**config.mk**
```make
export PLATFORM = sky130hd
export DESIGN_NAME = memReqDecode
export DESIGN_NICKNAME = d
export VERILOG_FILES = /design/src/design/memPkg.sv /design/src/design/memReqDecode.sv
export SDC_FILE = /design/constraint.sdc
export NUM_CORES = 1
export LEC_CHECK = 0
export BUFFER_PORTS_ARGS = -buffer_cell sky130_fd_sc_hd__clkbuf_2
export CORE_MARGIN = 2
export CORE_UTILIZATION = 35
export CTS_CLUSTER_SIZE = 8
export DETAILED_ROUTE_END_ITERATION = 12
export PLACE_DENSITY = 0.65
export SYNTH_ARGS = -nofsm -noshare
export SYNTH_HDL_FRONTEND = slang
export SYNTH_SLANG_ARGS = --single-unit
```
**constraint.sdc**
```tcl
create_clock -name clk -period 5.1 [get_ports clk]
set_clock_uncertainty 0.2 [all_clocks]
set_input_delay 0.765 -clock clk [delete_from_list [all_inputs] [get_ports clk]]
set_output_delay 0.765 -clock clk [all_outputs]
set_load 0.05 [all_outputs]
```
**src/design/memPkg.sv**
```systemverilog
`default_nettype none

package memPkg;

    // address, data and length widths
    typedef logic [31:0] addrT;
    typedef logic [7:0]  byteT;
    typedef logic [31:0] wordT;
    typedef logic [2:0]  lenT;
    typedef logic [1:0]  stageT;

    // what the accepted request is doing
    typedef enum logic [1:0] {
        kindIdle,
        kindFetch,
        kindLoad,
        kindStore
    } reqKindE;

    // accepted request, held by decode until finish
    typedef struct packed {
        reqKindE kind;
        addrT    addr;
        lenT     len;
        wordT    wdata;
    } memReqT;

    // one byte-wide RAM access
    typedef struct packed {
        logic write;
        addrT addr;
        byteT wdata;
    } ramCmdT;

    // issued byte, delayed to line up with the RAM read data
    typedef struct packed {
        reqKindE kind;
        stageT   stage;
        logic    last;
    } stepT;

endpackage

`default_nettype wire

```
**src/design/memReqDecode.sv**
```systemverilog
`timescale 1ns/1ns
`default_nettype none

module memReqDecode (
    input  logic           clk,
    input  logic           rst,
    input  logic           i_rdy,
    input  logic           i_ioBufferFull,
    input  logic           i_ifEn,
    input  memPkg::addrT   i_ifAddr,
    input  logic           i_dcEn,
    input  logic           i_dcStore,
    input  memPkg::lenT    i_dcLen,
    input  memPkg::addrT   i_dcAddr,
    input  memPkg::wordT   i_dcData,
    input  logic           i_finish,
    output memPkg::memReqT o_req,
    output logic           o_start,
    output logic           o_advance,
    output logic           o_ifWait,
    output logic           o_dcWait
);

    typedef enum logic {
        stateIdle,
        stateBusy
    } stateE;

    stateE          state;
    memPkg::memReqT nextReq;
    logic           accept;
    logic           busyData;
    logic           busyFetch;

    // the whole controller freezes on either stall input
    assign o_advance = i_rdy && !i_ioBufferFull;

    assign accept  = (state == stateIdle) && o_advance && (i_dcEn || i_ifEn);
    assign o_start = accept;

    // data port wins when both are asking
    always_comb begin
        if (i_dcEn) begin
            nextReq.kind  = i_dcStore ? memPkg::kindStore : memPkg::kindLoad;
            nextReq.addr  = i_dcAddr;
            nextReq.len   = i_dcLen;
            nextReq.wdata = i_dcData;
        end else begin
            // instructions are always four bytes
            nextReq.kind  = memPkg::kindFetch;
            nextReq.addr  = i_ifAddr;
            nextReq.len   = 3'd4;
            nextReq.wdata = '0;
        end
    end

    always_ff @(posedge clk) begin
        if (rst) begin
            state      <= stateIdle;
            o_req.kind <= memPkg::kindIdle;
        end else begin
            case (state)
                stateIdle: begin
                    if (accept) begin
                        state <= stateBusy;
                        o_req <= nextReq;
                    end
                end
                stateBusy: begin
                    if (i_finish) begin
                        state      <= stateIdle;
                        o_req.kind <= memPkg::kindIdle;
                    end
                end
                default: begin
                    state <= stateIdle;
                end
            endcase
        end
    end

    assign busyData  = (state == stateBusy) &&
                       (o_req.kind == memPkg::kindLoad || o_req.kind == memPkg::kindStore);
    assign busyFetch = (state == stateBusy) && (o_req.kind == memPkg::kindFetch);

    // who is stuck behind whom
    assign o_ifWait = busyData && i_ifEn;
    assign o_dcWait = busyFetch && i_dcEn;

endmodule

`default_nettype wire

```
==> metrics.md <==
| Metric | Value |
|---|---|
| Cell area power density | `320 nW/um^2` |
| Syn_area_per_cell | `17.5 um^2` |
| Top Family by Delay on Critical Path | `buffers and inverters` |
| MaxCap Viol Count | `0` |
| Seq/Total Area, Yosys | `73.3%` |
| Post-synth EDFFs | `67` |
| Cts bufs inserted | `9` |
| Ant diodes | `0` |
| Core Region | `7770 um^2` |
| Distinct cell type count after synthesis | `21` |
| Number of global-route vias before repair | `1,806` |
| Hold depth | `2` |
| Post-CTS Hold Buffers | `0` |
| Total number of vias | `1,961` |
| Grt ovf | `0` |
| Antenna violations before repair | `0` |
| Status | `complete, no violations` |
| Worst flop-to-flop path endpoint | `o_req[40]` |
| Chip Width | `93.8 um` |
| CTS Sinks | `70` |
| Flops & latches, synth | `70` |
| CP most frequent cell | `clkbuf_2` |
| Critical path required time | `4.14 ns` |
| Routed WL | `5880 um` |
| CP bufs+invs | `3` |
| Hold crit path type | `register to register` |
| Max Root-Sink Buffers | `2` |
| Synthesized instance count | `161` |
| Largest net degree at the start of global routing | `71` |
| Worst Setup SP | `i_dcEn` |
| DP HPWL | `4380 um` |
| Setup TNS | `0 ns` |
| Rel. slew slack | `50.1%` |
| Worst skew pair latency | `0.33 ns` |
| Hold_sp | `o_req[67]` |
| RSZ-0062 raised after global routing | `false` |
| Clk slew on worst S/H paths | `0.07 ns` |
| Io pins | `180` |
| Ys async rst share | `0%` |
| DR iter-0 viols | `53` |
| FF-to-FF setup slack | `2.58 ns` |
| CP max-delay cell | `buf_4` |
| Final hold violations | `0` |
| P_leak | `1.77 nW` |
| Data arrival, critical path | `1.99 ns` |
| Buffers added on ports | `179` |
| DR vias/cell | `4.34` |
| Final ANT Viol Nets | `0` |
| # resized after CTS | `0` |
| Routed len/inst | `13.0 um` |
| Worst setup margin | `2.15 ns` |
| Area growth, synth to finish | `42.1%` |
| Post-CTS setup repair buffer count | `0` |
| Placed insts | `436` |
| Critical path type | `input port to output port` |
| Min Tclk post-route | `2.95 ns` |
| Total die area | `8810 um^2` |
| Final Max Slew Viols | `0` |
| Fin nets | `452` |
| Fraction of layout cells with a size suffix above 1 | `66.0%` |
| Starting density of the core | `36.4%` |
| WHS Endpoint | `o_req[67]` |
| Post-route insts no fill | `452` |
| CP peak stage delay | `0.52 ns` |
| Drt pass-1 iters | `4` |
| CP startpoint kind | `input port` |
| Mapped Nets | `268` |
| Final setup violation count | `0` |
| Dpl ws | `2.06 ns` |
| CTS root buf | `clkbuf_8` |
| Crit path cell chain | `clkbuf_2 -> buf_4 -> and4b_2 -> clkbuf_2` |
| First-pass GRT wire length | `8560 um` |
| CTS tree | `done` |
| CP Max Fanout | `70` |
| GRT Total Usage | `13.0%` |
| Vert. Die Dim | `93.8 um` |
| Row count | `32` |
| Max VDD drop | `0.164 mV` |
| Primary FF master, synth | `edfxtp_1` |
| Warnings, synthesis | `0` |
| Worst r2r path cells | `4` |
| Synth Cell Area | `2830 um^2` |
| Tightest Pin Transition | `0.747 ns` |
| RePlAce Congestion | `0.701` |
| Max Clk Rate | `0.339 GHz` |
| Final Power | `1.29 mW` |
| DRC Markers | `0` |
| CTS H-tree lvls | `3` |
| Worst Setup End Kind | `output port` |
| Reg2reg start | `state` |
| Fin crit share | `57.9%` |
## cells in the mapped netlist (all sizes together) (2+ instances only)
| master | count | area share (%) |
|---|---|---|
| clkbuf | 3 | 0.40 |
| buf | 5 | 1.8 |
| a21oi | 2 | 0.35 |
| dfxtp | 3 | 2.1 |
| and2 | 34 | 7.5 |
| mux2 | 32 | 13 |
| nor2b | 2 | 0.44 |
| inv | 2 | 0.27 |
| edfxtp | 67 | 71 |
## power breakdown
group	total (mW)	switching, mW	internal, mW
combinational	0.164	0.0978	0.0662
sequential	0.656	0.00497	0.651
clock	0.465	0.193	0.273
## cell usage in the layout, fill, tap and decap left out
cell and instances:
and3_2 1, or2b_1 1, nor2b_1 2, clkbuf_1 2
and4b_2 1, o21ai_2 1, nand2_1 1, clkbuf_8 9
edfxtp_1 67, a32o_1 1, and2_1 34, bufinv_16 2
clkbuf_2 179, mux2_2 32, nor3b_2 1, dfxtp_1 3
clkinv_2 2, buf_4 2, clkinv_1 1, nand2b_1 1
a21o_1 1, a21oi_1 2, inv_1 2, mux2i_1 1
nor2_4 1
## per-layer routing
layer | up-vias | track usage, % | part of all wire [%] | wire length, um
met4 | 0 | 5.07 | 1.1 | 62
met3 | 6 | 6.02 | 10 | 590
met2 | 102 | 20.6 | 50 | 2940
met1 | 893 | 15.3 | 39 | 2290
li1 | 960 | - | - | -
met5 | - | 0 | 0 | 0
## sequential cells by signal, indices dropped and copies added, names as in the netlist
name / flops
o_req: 69
state: 1
## layout make-up
class | instances | area (um^2)
tap | 102 | 128
clock inverter | 5 | 73.8
sequential | 70 | 2070
clock buffer | 11 | 131
inverter | 2 | 7.51
timing repair buffer | 181 | 911
multi-input combinational | 81 | 692
fill | 699 | 3750
## cells by family after synthesis
kind of cell	Yosys count	share of synthesized area [%]
flip-flops	70	73.3
buffers and inverters	10	2.44
AND/OR/NAND/NOR	43	9.83
AO/OA/AOI/OAI	5	1.28
multiplexers	33	13.1
## worst min-delay path, stage by stage, from the launching register on
cell and delay [ns]:
dfxtp_1 0.33, nand2_1 0.06, mux2i_1 0.06
## worst max path at each step
stage                end  cells past startpoint
6_report        o_dcWait                      4
5_1_grt         o_dcWait                      4
4_1_cts         o_dcWait                      4
3_5_place_dp   o_req[36]                      5
3_3_place_gp    o_dcWait                      4
2_1_floorplan   o_req[0]                      3
## metrics by stage
stage	utilization (%)	cell area, um^2	hold WS (ns)
CTS	51.7	4020	0.296
global route	51.7	4020	0.331
global placement	49.0	3810	0.281
detailed placement	49.0	3810	0.286
floorplan	-	2830	0.357
finish	51.7	4020	0.296
(Power assumes the default switching activity.)
