==> src/design/memPkg.sv <==
`default_nettype none

package memPkg;

    // address, data and length widths
    typedef logic [31:0] addrT;
    typedef logic [7:0]  byteT;
    typedef logic [31:0] wordT;
    typedef logic [2:0]  lenT;
    typedef logic [1:0]  stageT;

    // what the accepted request is doing
    typedef enum logic [1:0] {
        kindIdle,
        kindFetch,
        kindLoad,
        kindStore
    } reqKindE;

    // accepted request, held by decode until finish
    typedef struct packed {
        reqKindE kind;
        addrT    addr;
        lenT     len;
        wordT    wdata;
    } memReqT;

    // one byte-wide RAM access
    typedef struct packed {
        logic write;
        addrT addr;
        byteT wdata;
    } ramCmdT;

    // issued byte, delayed to line up with the RAM read data
    typedef struct packed {
        reqKindE kind;
        stageT   stage;
        logic    last;
    } stepT;

endpackage

`default_nettype wire

==> src/design/memRespAssembler.sv <==
`timescale 1ns/1ns
`default_nettype none

module memRespAssembler (
    input  logic         clk,
    input  logic         rst,
    input  logic         i_advance,
    input  memPkg::stepT i_step,
    input  logic         i_stepValid,
    input  memPkg::byteT i_ramData,
    output logic         o_ifDone,
    output memPkg::wordT o_ifInst,
    output logic         o_dcDone,
    output memPkg::wordT o_dcData,
    output logic         o_finish
);

    memPkg::wordT partial;
    memPkg::wordT merged;
    logic         fire;
    logic         isFetch;
    logic         isLoad;
    logic         isStore;

    // a step only counts on an advancing cycle
    assign fire    = i_stepValid && i_advance;
    assign isFetch = (i_step.kind == memPkg::kindFetch);
    assign isLoad  = (i_step.kind == memPkg::kindLoad);
    assign isStore = (i_step.kind == memPkg::kindStore);

    // bytes before the last one collect here, cleared once the access ends
    always_ff @(posedge clk) begin
        if (rst) begin
            partial <= '0;
        end else if (fire) begin
            if (i_step.last) begin
                partial <= '0;
            end else if (!isStore) begin
                partial[i_step.stage * 8 +: 8] <= i_ramData;
            end
        end
    end

    // bytes above the last stage are still zero, so short loads come out zero-extended
    always_comb begin
        merged = partial;
        merged[i_step.stage * 8 +: 8] = i_ramData;
    end

    assign o_ifDone = fire && i_step.last && isFetch;
    assign o_dcDone = fire && i_step.last && (isLoad || isStore);
    assign o_finish = o_ifDone || o_dcDone;

    always_comb begin
        o_ifInst = '0;
        o_dcData = '0;
        if (o_ifDone) begin
            o_ifInst = merged;
        end
        // store done carries no data
        if (o_dcDone && isLoad) begin
            o_dcData = merged;
        end
    end

endmodule

`default_nettype wire

==> config.mk <==
export PLATFORM = sky130hd
export DESIGN_NAME = memRespAssembler
export DESIGN_NICKNAME = d
export VERILOG_FILES = /design/src/design/memPkg.sv /design/src/design/memRespAssembler.sv
export SDC_FILE = /design/constraint.sdc
export NUM_CORES = 1
export LEC_CHECK = 0
export ABC_CLOCK_PERIOD_IN_PS = 2700
export BUFFER_PORTS_ARGS = -buffer_cell sky130_fd_sc_hd__buf_2
export CAP_MARGIN = 10
export CORE_MARGIN = 3
export CORE_UTILIZATION = 43
export DETAILED_ROUTE_END_ITERATION = 16
export GPL_TIMING_DRIVEN = 0
export PLACE_DENSITY_LB_ADDON = 0.15
export SLEW_MARGIN = 20
export SYNTH_ARGS = -nofsm -noshare
export SYNTH_HDL_FRONTEND = slang
export SYNTH_SLANG_ARGS = --single-unit
export TNS_END_PERCENT = 5
==> constraint.sdc <==
create_clock -name clk -period 2.7 [get_ports clk]
set_input_delay 0.81 -clock clk [delete_from_list [all_inputs] [get_ports clk]]
set_output_delay 0.81 -clock clk [all_outputs]
set_load 0.02 [all_outputs]
==> results.md <==
Floorplanning:
- The overall die area is around 5500 sq um.
- The effective utilization at floorplan is 45.0%.
- The I/O pin count is 84.
- The floorplan has 24 rows.
- The region available for standard cell placement spans ~4400 sq um.
- Measured along the y axis, the die boundary spans 74.0 um.
- The die span in x is ~74 um.

Synth:
- The number of enable flip-flop cells after synthesis is 0.
- In this run the biggest area consumer among cell types represents 32.2% of the synthesized area.
- The sequential-to-total area share from yosys stat is ~32%.
- For this run, asynchronously set or reset flops after synthesis account for 0%.
- Among all cell types in the netlist, the one instantiated most often is sky130_fd_sc_hd__nor2_1.
- After synthesis, the cell types taking the most area are sky130_fd_sc_hd__dfxtp_1 32%, sky130_fd_sc_hd__nor2_1 14%, sky130_fd_sc_hd__a22o_1 9.3%, sky130_fd_sc_hd__nor2b_1 7.9%, sky130_fd_sc_hd__a21oi_1 7.6%.
- Yosys mapped the design onto 33 distinct sky130hd cell types.
- The most used flip-flop cell after synthesis is sky130_fd_sc_hd__dfxtp_1.
- The synthesized flop and latch total is 32.
- For this run, the number of Yosys warnings is 0.
- Sorting the synthesized cells by how often they occur yields 73 x sky130_fd_sc_hd__nor2_1, 32 x sky130_fd_sc_hd__dfxtp_1, 30 x sky130_fd_sc_hd__a21oi_1.
- The netlist area before placement is 1990 sq um.
- Counting every instance in the synthesized netlist gives 264.
- The biggest area contributor in the post-synthesis netlist is sky130_fd_sc_hd__dfxtp_1.
- The average size of a mapped cell is about 7.5 sq um.
- The synthesized netlist net count is between 200 and 300.

Flow run:
- Across the run, the number of max-cap violations was 0.

Power and ir drop:
- Internal power comes to about 720 uW.
- For this design the static power due to leakage is 1.39 nW.
- The power per unit of standard cell area is 296 nW/um^2.
- Net switching is about 29% of the power.
- Of the total power, the clock network draws ~34%.
- The share of total power dissipated in combinational logic is between 10% and 20%.
- The worst-case IR drop observed on VDD is 0.000301 V.
- The power dissipated by switching net loads is slightly below 300 uW.
- Of the total power, registers draw roughly 47%.

Outcome:
- The final reports fail on negative setup slack.
- The run finished, with violations left.

Detailed routing:
- Dividing the detail-routed via count by the number of cells gives 5.57.
- In the routed design, unresolved DRC markers number 0.
- The detailed-route wire length is 7090 um.
- The post-detailed-route wirelength per cell is ~17 um.
- In this run, the number of DRC markers left after iteration 0 of detailed routing was 191.
- The first detailed-routing pass took 4 iterations.
- The detail route stage leaves a number of antenna-violating nets equal to 0.
- The routed layout has approximately 2,300 vias.

Layout:
- The number of fill cells is between 300 and 400.
- More flip-flops sit in one register than any other, and that register is partial.
- The number of nets in the final layout is around 390.
- In the final layout, the share of cells above drive strength 1 is 55.3%.
- The finished layout holds ~420 standard cells, fillers aside.
- The area overhead of the layout relative to synthesis is 72.0%.
- The register with the most flip-flops in the layout has 32 of them.
- 0 antenna diodes ended up in the layout.
- The largest registers in the layout are partial (32).

Timing:
- The total count of hold-check failures in the final report came to 0.
- For the final database, setup skew stands at 0 ns.
- The final critical path takes up 109% of the cycle.
- The maximum clock frequency is ~0.34 GHz.
- The worst path in the final design needs a cycle of roughly 2.9 ns, including I/O delays and setup.
- Setup total negative slack on the finished layout was measured at -11.63 ns.
- The worst pin sits at a relative slew slack of between 50% and 60%.
- Across all setup checks in the final design, the least slack found is -0.249 ns.
- Setup violations remaining at the end of the flow were counted as a little over 60.
- The count of pins over their slew limit came to 0.
- The transition time of the tightest slew-check pin is between 0.6 and 0.7 ns.
- The final hold slack is between 0.4 and 0.5 ns.
- Setup repair after global routing could not meet its margin everywhere.

Setup path:
- Data arrives at the worst endpoint at ~2.1 ns.
- Along the worst path, the maximum fanout reaches 5.
- The critical path goes through buf_8 > inv_6 > ha_4 > buf_8 > nand3b_1 > buf_6 > nor2_4 > buf_12 > a21oi_4 > nor2_2 > buf_6.
- Among all stages on the critical path, the largest delay is contributed by sky130_fd_sc_hd__nand3b_1.
- STA classifies the critical path startpoint as an input port.
- The critical path is of the input port to primary output type.
- The data required time of the worst path is 1.89 ns.
- The delay of the slowest cell on the worst path is about 0.21 ns.
- The capturing element type of the critical path is a primary output.

Clocking:
- The CTS tree is built.
- For the worst-skew pair, the clock arrives at the later sink with an insertion delay of between 0.2 and 0.3 ns.
- The root buffer cell chosen for the clock tree is sky130_fd_sc_hd__clkbuf_8.
- The clock passes through at most 2 buffers.
- The clock tree synthesis step divided the H-tree into 2 levels.
- The clock transition time at the flip-flop clock pins of the worst setup and hold paths is roughly 0.060 ns.
- The number of clock buffers added by TritonCTS is 5.
- The clock sink count is 32.

Place:
- The count of placed standard cells including taps is between 300 and 400.
- The placer congestion estimate is just over 0.8.
- The count of buffers added on input and output ports is 77.
- The half-perimeter wire length of the detailed placement result is 4330 um.

Global route:
- The number of antenna violations at the first check in global routing is 0.
- The wire length of the first global-routing pass is about 11,000 um.
- The maximum number of pins on one net before global-route repair is 11.
- The via count of the first global-routing pass was between 2,000 and 2,500.
- The total congestion overflow is 0.
- The overall global routing resource usage is roughly 25%.

Worst hold path:
- The path category of the worst min-delay check is register to register.
[cell families (layout without fill, tap and decap cells)]
logic type	after synthesis	after routing	share of synthesized area, %
fa+ha+maj	5	5	3.15
flops	32	32	32.2
compound gates	76	76	26.9
simple gates	127	127	31.9
buf+inv	24	129	5.86
[final timing paths]
check | start | to | slack [ns] | cells after the start
max | i_step[2] | o_ifInst[8] | -0.25 | 11
min | partial[1]$_SDFFE_PP0P_ | partial[1]$_SDFFE_PP0P_ | 0.47 | 1
max reg2reg | partial[25]$_SDFFE_PP0P_ | partial[25]$_SDFFE_PP0P_ | 1.77 | 2
min reg2reg | partial[1]$_SDFFE_PP0P_ | partial[1]$_SDFFE_PP0P_ | 0.47 | 1
[layout make-up]
type	count	area [sq um]	share of cell area, %
clock inverters	1	5.00	0.146
multi-input cells	208	1580	46.2
inverters	5	28.8	0.842
plain buffers	19	153	4.47
well taps	52	65.1	1.90
repair buffers	98	872	25.5
clock buffers	6	72.6	2.12
flip-flops and latches	32	641	18.7
[through the flow]
stage | instance area [sq um] | util, % | power, mW | setup WS [ns]
5_1_grt | 3420 | 77.4 | 1.04 | -0.320
3_3_place_gp | 2580 | 58.6 | 0.611 | -0.704
3_5_place_dp | 2580 | 58.6 | 0.612 | -0.722
6_report | 3420 | 77.4 | 1.01 | -0.249
4_1_cts | 3270 | 74.1 | 0.992 | -0.231
2_1_floorplan | 2130 | - | 0.569 | -0.213
[layer usage]
metal,GRT usage [%],vias to the layer above,wire length (um)
li1,-,1117,-
met1,32.6,1118,3020
met2,41.7,93,3490
met3,5.68,15,451
met4,9.46,0,127
met5,0,-,0
[critical path, delay by kind of cell]
| kind | cells | cell delay, ns |
|---|---|---|
| buf+inv | 6 | 0.68 |
| fa+ha+maj | 1 | 0.17 |
| simple gates | 3 | 0.42 |
| compound gates | 1 | 0.06 |
[power groups by stage]
stage	combinational (mW)	sequential (mW)	clock (mW)
after global routing	0.202	0.473	0.368
after detailed placement	0.128	0.484	0
final	0.191	0.473	0.346
after global placement	0.127	0.484	0
after CTS	0.172	0.473	0.346
after floorplan	0.0848	0.484	0
[timing repair]
action	CTS	global route
cloned	1	0
hold endpoints to repair	0	0
buffers inserted	14	6
pin swaps	34	18
endpoints found under the setup margin	65	65
hold buffers	0	0
resized for setup	146	27
[placed cells by master (no fill, tap or decap), drive strengths merged]
master and n:
buf 104, nor2 73, dfxtp 32, a21oi 30
nor2b 25, a22o 21, clkbuf 19, o21ai 10
a22oi 9, nand2 7, and3 5, inv 5
ha 5, and2 4, nor3 3, nand2b 2
nand3b 2, a21o 2, a21boi 2, nand4b 1
nor3b 1, nor4b 1, o211a 1, a32oi 1
or3 1, and4 1, nor4 1, clkinv 1
Power figures use the tool's default switching activity.
