<file path="src/design/memPkg.sv">
`default_nettype none

package memPkg;

    // address, data and length widths
    typedef logic [31:0] addrT;
    typedef logic [7:0]  byteT;
    typedef logic [31:0] wordT;
    typedef logic [2:0]  lenT;
    typedef logic [1:0]  stageT;

    // what the accepted request is doing
    typedef enum logic [1:0] {
        kindIdle,
        kindFetch,
        kindLoad,
        kindStore
    } reqKindE;

    // accepted request, held by decode until finish
    typedef struct packed {
        reqKindE kind;
        addrT    addr;
        lenT     len;
        wordT    wdata;
    } memReqT;

    // one byte-wide RAM access
    typedef struct packed {
        logic write;
        addrT addr;
        byteT wdata;
    } ramCmdT;

    // issued byte, delayed to line up with the RAM read data
    typedef struct packed {
        reqKindE kind;
        stageT   stage;
        logic    last;
    } stepT;

endpackage

`default_nettype wire

</file>
<file path="src/design/memByteSequencer.sv">
`timescale 1ns/1ns
`default_nettype none

module memByteSequencer (
    input  logic           clk,
    input  logic           rst,
    input  memPkg::memReqT i_req,
    input  logic           i_start,
    input  logic           i_advance,
    output memPkg::ramCmdT o_ramCmd,
    output memPkg::stepT   o_step,
    output logic           o_stepValid
);

    logic          active;
    memPkg::stageT stage;
    logic          isLast;
    logic          isStore;

    // final byte when stage + 1 equals the request length
    assign isLast  = ({1'b0, stage} == (i_req.len - 3'd1));
    assign isStore = (i_req.kind == memPkg::kindStore);

    // stage counter, one byte per advancing cycle
    always_ff @(posedge clk) begin
        if (rst) begin
            active <= 1'b0;
            stage  <= '0;
        end else if (i_advance) begin
            if (i_start) begin
                active <= 1'b1;
                stage  <= '0;
            end else if (active) begin
                if (isLast) begin
                    active <= 1'b0;
                    stage  <= '0;
                end else begin
                    stage <= stage + 2'd1;
                end
            end
        end
    end

    // RAM command for the current stage
    always_comb begin
        o_ramCmd.write = active && isStore;
        o_ramCmd.addr  = i_req.addr + memPkg::addrT'(stage);
        if (active && isStore) begin
            // little-endian byte lane
            o_ramCmd.wdata = i_req.wdata[stage * 8 +: 8];
        end else begin
            o_ramCmd.wdata = '0;
        end
    end

    // step goes out one cycle later, together with the read byte
    always_ff @(posedge clk) begin
        if (rst) begin
            o_stepValid <= 1'b0;
        end else if (i_advance) begin
            o_stepValid <= active;
        end
    end

    always_ff @(posedge clk) begin
        if (i_advance && active) begin
            o_step.kind  <= i_req.kind;
            o_step.stage <= stage;
            o_step.last  <= isLast;
        end
    end

endmodule

`default_nettype wire

</file>
<file path="config.mk">
export PLATFORM = sky130hd
export DESIGN_NAME = memByteSequencer
export DESIGN_NICKNAME = d
export VERILOG_FILES = /design/src/design/memPkg.sv /design/src/design/memByteSequencer.sv
export SDC_FILE = /design/constraint.sdc
export NUM_CORES = 1
export LEC_CHECK = 0
export CAP_MARGIN = 15
export CORE_MARGIN = 5
export CORE_UTILIZATION = 50
export CTS_CLUSTER_DIAMETER = 40
export DETAILED_ROUTE_END_ITERATION = 10
export DONT_BUFFER_PORTS = 1
export PLACE_DENSITY_LB_ADDON = 0.12
export SETUP_SLACK_MARGIN = 0.1
export SYNTH_ARGS = -nofsm -noshare
export SYNTH_HDL_FRONTEND = slang
export SYNTH_SLANG_ARGS = --single-unit
</file>
<file path="constraint.sdc">
create_clock -name clk -period 2.8 [get_ports clk]
set_input_delay 0.56 -clock clk [delete_from_list [all_inputs] [get_ports clk]]
set_output_delay 0.56 -clock clk [all_outputs]
set_load 0.01 [all_outputs]
</file>
==> qor.csv, run 1 <==
stage,metric,value,unit
outcome,status,finished clean,
clock_tree,CTS buffer count,3,
sta,Slew headroom,63.3,%
critical_path,CP Launch Type,register,
placement,PortBufs,0,
route,number of nets still failing antenna checks after routing,0,
power_and_ir_drop,VDD IR max,0.223,mV
critical_path,critical path class,reg -> out,
yosys,Mapped Nets,224,
sta,Worst Max-Slew Pin Slew,0.546,ns
power_and_ir_drop,pwr dens,220,mW/mm^2
route,Routed WL,3.77,mm
sta,Final period util,94.7,%
floorplanning,Initial Util,52.9,%
sta,# setup viols final,0,
worst_hold_path,Worst Hold Class,in -> reg,
clock_tree,CTS root buffer,clkbuf_4,
power_and_ir_drop,Logic pwr share,28.7,%
layout,share of cells above drive strength 1,31.4,%
worst_hold_path,worst hold start,rst,
layout,n_diodes,0,
floorplanning,die width,61.4,um
power_and_ir_drop,sw frac,28.2,%
power_and_ir_drop,sequential power share,42.7,%
critical_path,Setup crit end kind,primary output,
sta,RSZ-0062 raised after global routing,yes,
yosys,Synth Flop Type,edfxtp_1,
clock_tree,CTS tree,built,
critical_path,Worst EP required,2.24,ns
sta,setup_tns,0,ns
layout,NumNets Final,237,
sta,final hold vios,0,
worst_hold_path,Hold Path End,stage[0]$_SDFFE_PP0P_,
sta,max frequency,377,MHz
yosys,syn avg cell area,8.99,um^2
floorplanning,full die area,0.00377,mm^2
floorplanning,Die Height,61.4,um
grt,largest net degree at the start of global routing,15,
clock_tree,Longest Clk Path Bufs,2,
yosys,#FFs+latches synth,9,
clock_tree,Clock Pin Slew Worst Setup and Hold Paths,0.06,ns
clock_tree,CTS H-tree depth,1,
power_and_ir_drop,switching pwr,0.0980,mW
placement,HPWL Detailed,3.12,mm
route,Via density,6.35,
grt,first-pass GRT wire length,5.02,mm
critical_path,worst path cell trace,ha_4 -> inv_2 -> fa_2 -> nand4b_1 -> buf_6 -> nor4_4 -> nand2_1 -> xnor2_1 -> buf_4,
grt,GRT Util Overall,17.7,%
grt,number of global-route vias before repair,1169,
yosys,"EDFF count, synth",5,
yosys,synth unique cells,31,
yosys,Synth Instances,147,
route,Detailed Route Iter0 Violations,94,
critical_path,CP max FO,4,
grt,grt total ovfl,0,
floorplanning,I/O pins,120,
yosys,register area share after synthesis,17.4,%
placement,Post-DP Area,0.00139,mm^2
power_and_ir_drop,clock power share,28.6,%
critical_path,CP max stage delay,0.35,ns
run,Max-Cap Viols,0,
critical_path,r2r worst-path depth,5,
critical_path,reg2reg setup slack,1.53,ns
layout,area grow syn2layout,19.4,%
sta,skew final,0.00443,ns
yosys,Mapped Area,0.00132,mm^2
route,DRC,0,
route,mean routed wirelength per cell,20.0,um
critical_path,FF-to-FF End,active$_SDFFE_PP0P_,
power_and_ir_drop,internal power,0.249,mW
floorplanning,core area,0.00250,mm^2
layout,"Design Area, Final",0.00158,mm^2
critical_path,Worst path slowest cell,dfxtp_2,
floorplanning,# rows,18,
clock_tree,"Clk Latency, worst-skew pair",0.26,ns
route,Vias,1200,
critical_path,R2R Path Start,stage[0]$_SDFFE_PP0P_,
sta,Max Slew Vio Count,0,
yosys,synth warn,0,
critical_path,Worst EP arrival,2.09,ns
grt,initial antenna violation count,0,
route,drt pass-1 iters,4,
worst_hold_path,hold path cells,1,
placement,placer congestion estimate,0.786,
power_and_ir_drop,P_leak,0.621,nW
sta,fin crit period,2.65,ns
power_and_ir_drop,"Power, Total",0.347,mW
clock_tree,CTS Sinks,9,
yosys,"FFs w/ async S/R, synth",0,%
-- metal layers --
metal	global-route usage [%]	part of all wire, %	vias up
met2	32.3	52	82
met3	8.18	15	2
met4	2.73	0.32	0
met5	0	0	-
li1	-	-	559
met1	19.1	33	557
-- layout by cell type (no fill, tap or decap), drive strengths merged --
| cell | count |
|---|---|
| nor2 | 6 |
| clkbuf | 4 |
| nor2b | 8 |
| nand3 | 20 |
| nand2b | 1 |
| a21oi | 4 |
| buf | 11 |
| a22oi | 1 |
| fa | 1 |
| and3 | 6 |
| dfxtp | 4 |
| and2 | 1 |
| xnor2 | 26 |
| mux4 | 8 |
| xor2 | 7 |
| nand4 | 7 |
| nor4 | 4 |
| ha | 3 |
| o21ai | 4 |
| nor3 | 4 |
| nand2 | 10 |
| and4 | 3 |
| inv | 10 |
| edfxtp | 5 |
| nand4b | 1 |
-- power groups by stage --
| stage | logic, mW | clock network, mW | registers (mW) |
|---|---|---|---|
| final | 0.0997 | 0.0995 | 0.148 |
| after global routing | 0.108 | 0.108 | 0.149 |
| after CTS | 0.0943 | 0.102 | 0.148 |
| after detailed placement | 0.0914 | 0 | 0.151 |
| after global placement | 0.0907 | 0 | 0.151 |
| after floorplan | 0.0776 | 0 | 0.150 |
-- worst max-delay path, delay by kind of cell (launching register included) --
family                     cells  cell delay [ns]
xor gates and xnor gates       1             0.15
buffers and inverters          3             0.33
and+or+nand+nor                3             0.53
adders and majority gates      2             0.46
DFF                            1             0.35
-- timing repair --
item	4_1_cts	5_1_grt
gates cloned	0	0
hold buffers	0	0
pin swaps	3	8
buffers inserted	2	2
setup endpoints to repair	11	21
resized for setup	8	14
-- cell usage after synthesis, types with 4 or more instances --
| cell | count | area, um^2 |
|---|---|---|
| nor2_1 | 6 | 22.5 |
| a21oi_1 | 4 | 20.0 |
| dfxtp_1 | 4 | 80.1 |
| nand2_1 | 10 | 37.5 |
| edfxtp_1 | 5 | 150 |
| nor2b_1 | 8 | 50.1 |
| xor2_1 | 7 | 61.3 |
| and3_1 | 5 | 31.3 |
| mux4_2 | 8 | 180 |
| xnor2_1 | 26 | 228 |
| inv_1 | 10 | 37.5 |
| nand4_1 | 6 | 37.5 |
| nand3_1 | 17 | 85.1 |
| o21ai_0 | 4 | 20.0 |
-- registers in the layout (all words and copies together) (netlist names) --
signal / count
active: 1
stage: 2
o_stepValid: 1
o_step: 5
-- through the flow --
stage                     hold WS [ns]  utilization (%)  setup WS, ns  std cells
final                            0.357             63.1         0.150        189
after global routing             0.348             63.1        0.0215        189
after CTS                        0.349             58.8         0.102        187
after detailed placement         0.502             55.7       -0.0594        181
after global placement           0.494             55.7        0.0543        181
after floorplan                  0.474                -         0.171        147
-- logic make-up after synthesis --
logic type	share of synthesized area, %
buffers and inverters	4.55
AOI/OAI and AO/OA	3.60
and+or+nand+nor	34.6
muxes	13.6
xor gates and xnor gates	21.9
DFF	17.4
adders and majority gates	4.36
-- worst max path at each step --
stage / start / end / slack, ns / cells past startpoint
2_1_floorplan: i_req[35] / o_ramCmd[34] / 0.17 / 7
3_3_place_gp: i_req[35] / o_ramCmd[34] / 0.05 / 7
3_5_place_dp: i_req[35] / o_ramCmd[34] / -0.06 / 7
4_1_cts: stage[1]$_SDFFE_PP0P_ / o_ramCmd[35] / 0.10 / 6
5_1_grt: stage[0]$_SDFFE_PP0P_ / o_ramCmd[36] / 0.02 / 9
6_report: stage[0]$_SDFFE_PP0P_ / o_ramCmd[28] / 0.15 / 9
-- layout make-up --
type	count	area, um^2
well taps	30	37.5
inverters	10	37.5
repair buffers	11	86.3
clock buffers	4	26.3
flip-flops and latches	9	231
fillers	217	922
multi-input cells	125	1160
Power figures use the tool's default switching activity.
==> run 2: changes to the inputs <==
- CELL_PAD_IN_SITES_DETAIL_PLACEMENT: unset -> 1
- CELL_PAD_IN_SITES_GLOBAL_PLACEMENT: unset -> 1
- CORE_UTILIZATION: 50 -> 42
==> qor.csv, run 2 (same netlist as run 1, synthesis figures left out) <==
stage,metric,value,unit,change
layout,"commonest non-fill, non-tap cells in the layout","15 x nand3_1, 13 x xnor2_2, 12 x buf_4, 11 x xnor2_1",,
worst_hold_path,Worst Hold Class,in -> reg,,
grt,number of global-route vias before repair,1382,,+18%
clock_tree,Longest Clk Path Bufs,2,,unchanged
critical_path,Worst EP arrival,2.17,ns,+0.08 ns
route,number of nets still failing antenna checks after routing,0,,unchanged
clock_tree,CTS H-tree depth,1,,unchanged
floorplanning,core area,0.00303,mm^2,+21%
sta,RSZ-0062 raised after global routing,yes,,
route,routed wl met3,480,um,-18%
power_and_ir_drop,VDD IR max,0.0999,mV,-55%
floorplanning,I/O pins,120,,unchanged
layout,biggest regs,"o_step: 5 flops, stage: 2 flops",,
grt,largest net degree at the start of global routing,15,,unchanged
clock_tree,CTS Sinks,9,,unchanged
clock_tree,Hold Buf Count CTS,0,,unchanged
sta,# setup viols final,0,,unchanged
clock_tree,CTS root buffer,clkbuf_4,,
critical_path,CP max stage delay,0.35,ns,about the same
sta,fin crit period,2.73,ns,+0.0768 ns
sta,final hold slack,0.374,ns,+0.0176 ns
placement,placer congestion estimate,0.782,,-0.50%
route,DR top layer,met4,,
critical_path,critical path class,reg -> out,,
route,Vias,1202,,+0.17%
sta,final hold vios,0,,unchanged
layout,"most common cell after layout, fill and taps aside",nand3_1,,
sta,Worst Max-Slew Pin Slew,0.563,ns,+0.0175 ns
route,Post-Route M1 WL,1.31,mm,+6.4%
layout,most flop-heavy register,o_step,,
placement,PortBufs,0,,unchanged
route,mean routed wirelength per cell,20.9,um,+4.9%
floorplanning,full die area,0.00437,mm^2,+16%
layout,share of cells above drive strength 1,36.6,%,+5.2 points
placement,HPWL Detailed,3.49,mm,+12%
layout,area grow syn2layout,29.5,%,
route,Via density,5.86,,-7.7%
grt,grt total ovfl,0,,unchanged
layout,NumNets Final,239,,+0.84%
grt,initial antenna violation count,0,,unchanged
route,Detailed Route Iter0 Violations,20,,-79%
layout,max reg flops,5,,unchanged
run,Max-Cap Viols,0,,unchanged
floorplanning,Initial Util,43.6,%,-9.2 points
critical_path,Worst EP required,2.24,ns,about the same
critical_path,Setup crit end kind,primary output,,
clock_tree,"Clk Latency, worst-skew pair",0.25,ns,about the same
critical_path,Worst path slowest cell,fa_2,,
route,met2 wire len,2.46,mm,+26%
clock_tree,CTS buffer count,3,,unchanged
clock_tree,Clock Pin Slew Worst Setup and Hold Paths,0.06,ns,about the same
layout,n_diodes,0,,unchanged
route,DRC,0,,unchanged
critical_path,CP max FO,7,,+3
route,Routed WL,4.29,mm,+14%
grt,first-pass GRT wire length,6.36,mm,+27%
floorplanning,die width,66.1,um,+7.6%
outcome,status,finished clean,,
layout,"Design Area, Final",0.00171,mm^2,+8.5%
critical_path,worst path cell trace,ha_4 -> inv_4 -> fa_2 -> nand4b_1 -> buf_4 -> nor2_4 -> nand4_1 -> xnor2_2,,
grt,GRT Util Overall,18.5,%,+0.81 points
clock_tree,CTS tree,built,,
floorplanning,# rows,20,,+2
sta,Max Slew Vio Count,0,,unchanged
sta,skew final,0.00278,ns,-0.00165 ns
power_and_ir_drop,P_leak,0.679,nW,+9.4%
sta,Final period util,97.4,%,+2.7 points
sta,Slew headroom,62.2,%,-1.2 points
power_and_ir_drop,"Power, Total",0.347,mW,-0.11%
route,drt pass-1 iters,4,,unchanged
placement,Post-DP Area,0.00139,mm^2,-0.36%
critical_path,CP Launch Type,register,,
sta,max frequency,367,MHz,-2.8%
power_and_ir_drop,pwr dens,203,mW/mm^2,-7.9%
floorplanning,Die Height,66.1,um,+7.6%
run 2: cell types whose count changed in the layout (fill, tap and decap cells not counted), sizes merged:
cell and delta:
buf +2
run 2: metal layers:
layer / vias to the layer above / track usage [%]
li1: 560 / -
met1: 560 / 16.7
met2: 76 / 38.3
met3: 6 / 6.46
met4: 0 / 3.81
met5: - / 0
run 2: per-stage QoR:
step	util [%]	worst slack, ns	TNS (ns)	std cells
global route	56.5	-0.0591	-0.328	205
detailed placement	45.8	-0.0506	-0.202	192
global placement	45.8	0.0199	0	192
CTS	51.9	0.0332	0	201
finish	56.5	0.0729	0	205
floorplan	-	0.171	0	147
run 2: final timing paths:
kind,from,endpoint,slack (ns),depth (start not counted)
worst max-delay path,stage[0]$_SDFFE_PP0P_,o_ramCmd[36],0.07,8
worst min-delay path,rst,o_stepValid$_SDFFE_PP0P_,0.37,1
worst max register to register,stage[0]$_SDFFE_PP0P_,stage[0]$_SDFFE_PP0P_,1.50,5
worst min register to register,o_stepValid$_SDFFE_PP0P_,o_stepValid$_SDFFE_PP0P_,0.52,2
run 2: final cells by class:
cell class	instances	area, um^2
multi-input combinational	125	1260
inverter	10	40.0
timing repair buffer	13	101
tap	44	55.1
fill	324	1320
sequential	9	231
clock buffer	4	26.3
run 2: worst max-delay path, delay by kind of cell, from the launching register on:
kind	cells	cell delay, ns
adders and majority gates	2	0.50
buffers and inverters	2	0.23
xor gates and xnor gates	1	0.24
and+or+nand+nor	3	0.59
DFF	1	0.34
run 2: power breakdown:
group | switching [mW] | total, mW | internal (mW) | leakage (nW)
clock network | 0.0401 | 0.0947 | 0.0546 | 0.0150
registers | 0.00415 | 0.148 | 0.144 | 0.0805
logic | 0.0506 | 0.104 | 0.0538 | 0.584
total | 0.0949 | 0.347 | 0.252 | 0.679
run 2: repair_timing:
item	in CTS	in global routing
setup buffers	5	4
endpoints found under the setup margin	15	23
resized for setup	19	17
pin swaps	10	4
==> run 3: changes to the inputs <==
- SETUP_SLACK_MARGIN: 0.1 -> 0.4
==> qor.csv, run 3 (same netlist as run 1, synthesis figures left out) <==
stage,metric,value,unit,change
placement,HPWL Detailed,3.38,mm,-2.9%
grt,grt total ovfl,0,,unchanged
power_and_ir_drop,VDD IR max,0.0779,mV,-22%
grt,initial antenna violation count,0,,unchanged
layout,biggest regs,"o_step: 5 flops, stage: 2 flops",,
layout,max reg flops,5,,unchanged
placement,Post-DP Area,0.00147,mm^2,+6.3%
sta,Max Slew Vio Count,0,,unchanged
critical_path,Worst path slowest cell,dfxtp_2,,
route,Via density,5.82,,-0.69%
worst_hold_path,hold path cells,1,,unchanged
clock_tree,Clock Pin Slew Worst Setup and Hold Paths,0.06,ns,about the same
floorplanning,die width,66.1,um,unchanged
floorplanning,Initial Util,43.6,%,unchanged
sta,Final period util,96.0,%,-1.4 points
route,drt pass-1 iters,2,,-2
route,Post-Route M1 WL,1.47,mm,+13%
clock_tree,"Clk Latency, worst-skew pair",0.27,ns,+0.02 ns
sta,final hold vios,0,,unchanged
route,Vias,1217,,+1.2%
grt,number of global-route vias before repair,1345,,-2.7%
sta,# setup viols final,0,,unchanged
sta,RSZ-0062 raised after global routing,yes,,
grt,first-pass GRT wire length,6.02,mm,-5.3%
floorplanning,core area,0.00303,mm^2,unchanged
layout,"most common cell after layout, fill and taps aside",xnor2_2,,
layout,"commonest non-fill, non-tap cells in the layout","16 x xnor2_2, 14 x buf_4, 10 x nand2_1, 10 x nand3_1",,
critical_path,r2r worst-path depth,5,,unchanged
route,Detailed Route Iter0 Violations,26,,+30%
layout,Final Util,59.3,%,+2.7 points
power_and_ir_drop,pwr dens,198,mW/mm^2,-2.5%
critical_path,CP max FO,7,,unchanged
grt,largest net degree at the start of global routing,15,,unchanged
critical_path,Worst EP required,2.24,ns,about the same
layout,NumNets Final,243,,+1.7%
clock_tree,CTS Sinks,9,,unchanged
route,met2 wire len,2.61,mm,+5.9%
layout,n_diodes,0,,unchanged
critical_path,CP Launch Type,register,,
sta,max frequency,372,MHz,+1.4%
layout,area grow syn2layout,35.8,%,
critical_path,worst path cell trace,ha_4 -> inv_2 -> fa_2 -> nand4b_1 -> buf_6 -> nor2_4 -> nand4_1 -> xnor2_2,,
clock_tree,CTS buffer count,3,,unchanged
floorplanning,full die area,0.00437,mm^2,unchanged
grt,GRT Util Overall,17.9,%,-0.62 points
sta,Slew headroom,75.1,%,+13 points
clock_tree,CTS H-tree depth,1,,unchanged
critical_path,CP max stage delay,0.35,ns,about the same
layout,share of cells above drive strength 1,43.0,%,+6.4 points
clock_tree,CTS root buffer,clkbuf_4,,
sta,fin crit period,2.69,ns,-0.0381 ns
sta,setup_tns,0,ns,unchanged
route,number of nets still failing antenna checks after routing,0,,unchanged
floorplanning,Die Height,66.1,um,unchanged
worst_hold_path,Worst Hold Class,in -> reg,,
outcome,status,finished clean,,
placement,placer congestion estimate,0.758,,-3.1%
sta,skew final,0.00241,ns,-0.000370 ns
route,DR top layer,met4,,
placement,PortBufs,0,,unchanged
route,routed wl met3,393,um,-18%
power_and_ir_drop,P_leak,0.700,nW,+3.0%
critical_path,Setup crit end kind,primary output,,
sta,Worst Max-Slew Pin Slew,0.371,ns,-0.193 ns
route,DRC,0,,unchanged
critical_path,critical path class,reg -> out,,
floorplanning,# rows,20,,unchanged
route,Routed WL,4.51,mm,+5.0%
critical_path,Worst EP arrival,2.13,ns,-0.04 ns
layout,"Design Area, Final",0.00179,mm^2,+4.8%
run,Max-Cap Viols,0,,unchanged
route,mean routed wirelength per cell,21.6,um,+3.0%
floorplanning,I/O pins,120,,unchanged
clock_tree,CTS tree,built,,
layout,most flop-heavy register,o_step,,
clock_tree,Longest Clk Path Bufs,2,,unchanged
==> run 3: changes by cell type in the layout (fill, tap and decap cells not counted), sizes merged <==
| cell | change |
|---|---|
| buf | +4 |
==> run 3: worst paths after layout <==
kind	from	to	slack, ns
worst max-delay path	stage[0]$_SDFFE_PP0P_	o_ramCmd[34]	0.11
worst min-delay path	rst	o_stepValid$_SDFFE_PP0P_	0.35
worst min register to register	o_stepValid$_SDFFE_PP0P_	o_stepValid$_SDFFE_PP0P_	0.50
worst max register to register	stage[0]$_SDFFE_PP0P_	stage[0]$_SDFFE_PP0P_	1.52
==> run 3: final cells by class <==
class | instances | area (um^2)
clock buffer | 4 | 26.3
fill | 317 | 1230
tap | 44 | 55.1
timing repair buffer | 17 | 139
multi-input combinational | 125 | 1310
inverter | 10 | 37.5
sequential | 9 | 231
==> run 3: worst max-delay path: cells and delay by family (launching register included) <==
| kind | cells | cell delay, ns |
|---|---|---|
| and+or+nand+nor | 3 | 0.58 |
| xor gates and xnor gates | 1 | 0.27 |
| adders and majority gates | 2 | 0.46 |
| DFF | 1 | 0.35 |
| buffers and inverters | 2 | 0.19 |
==> run 3: routing by layer <==
layer,global-route usage (%),up-vias
li1,-,562
met4,6.09,0
met1,16.8,595
met3,7.82,4
met5,0,-
met2,34.0,56
==> run 3: metrics by stage <==
| stage | instances | power, mW | hold WS (ns) | setup WS (ns) |
|---|---|---|---|---|
| after global placement | 190 | 0.245 | 0.487 | 0.105 |
| after detailed placement | 190 | 0.246 | 0.500 | 0.0773 |
| final | 209 | 0.355 | 0.351 | 0.111 |
| after CTS | 199 | 0.353 | 0.346 | 0.170 |
| after floorplan | 147 | 0.234 | 0.474 | 0.244 |
| after global routing | 209 | 0.376 | 0.331 | -0.0368 |
==> run 3: report_power, final <==
group / switching [mW] / internal (mW)
clock: 0.0470 / 0.0550
sequential: 0.00383 / 0.144
combinational: 0.0513 / 0.0537
total: 0.102 / 0.253
==> run 3: timing repair <==
action                     in CTS  in global routing
pin swaps                       7                 15
hold buffers                    0                  0
setup endpoints to repair      23                 26
gates resized for setup         9                 19
buffers inserted                5                 10
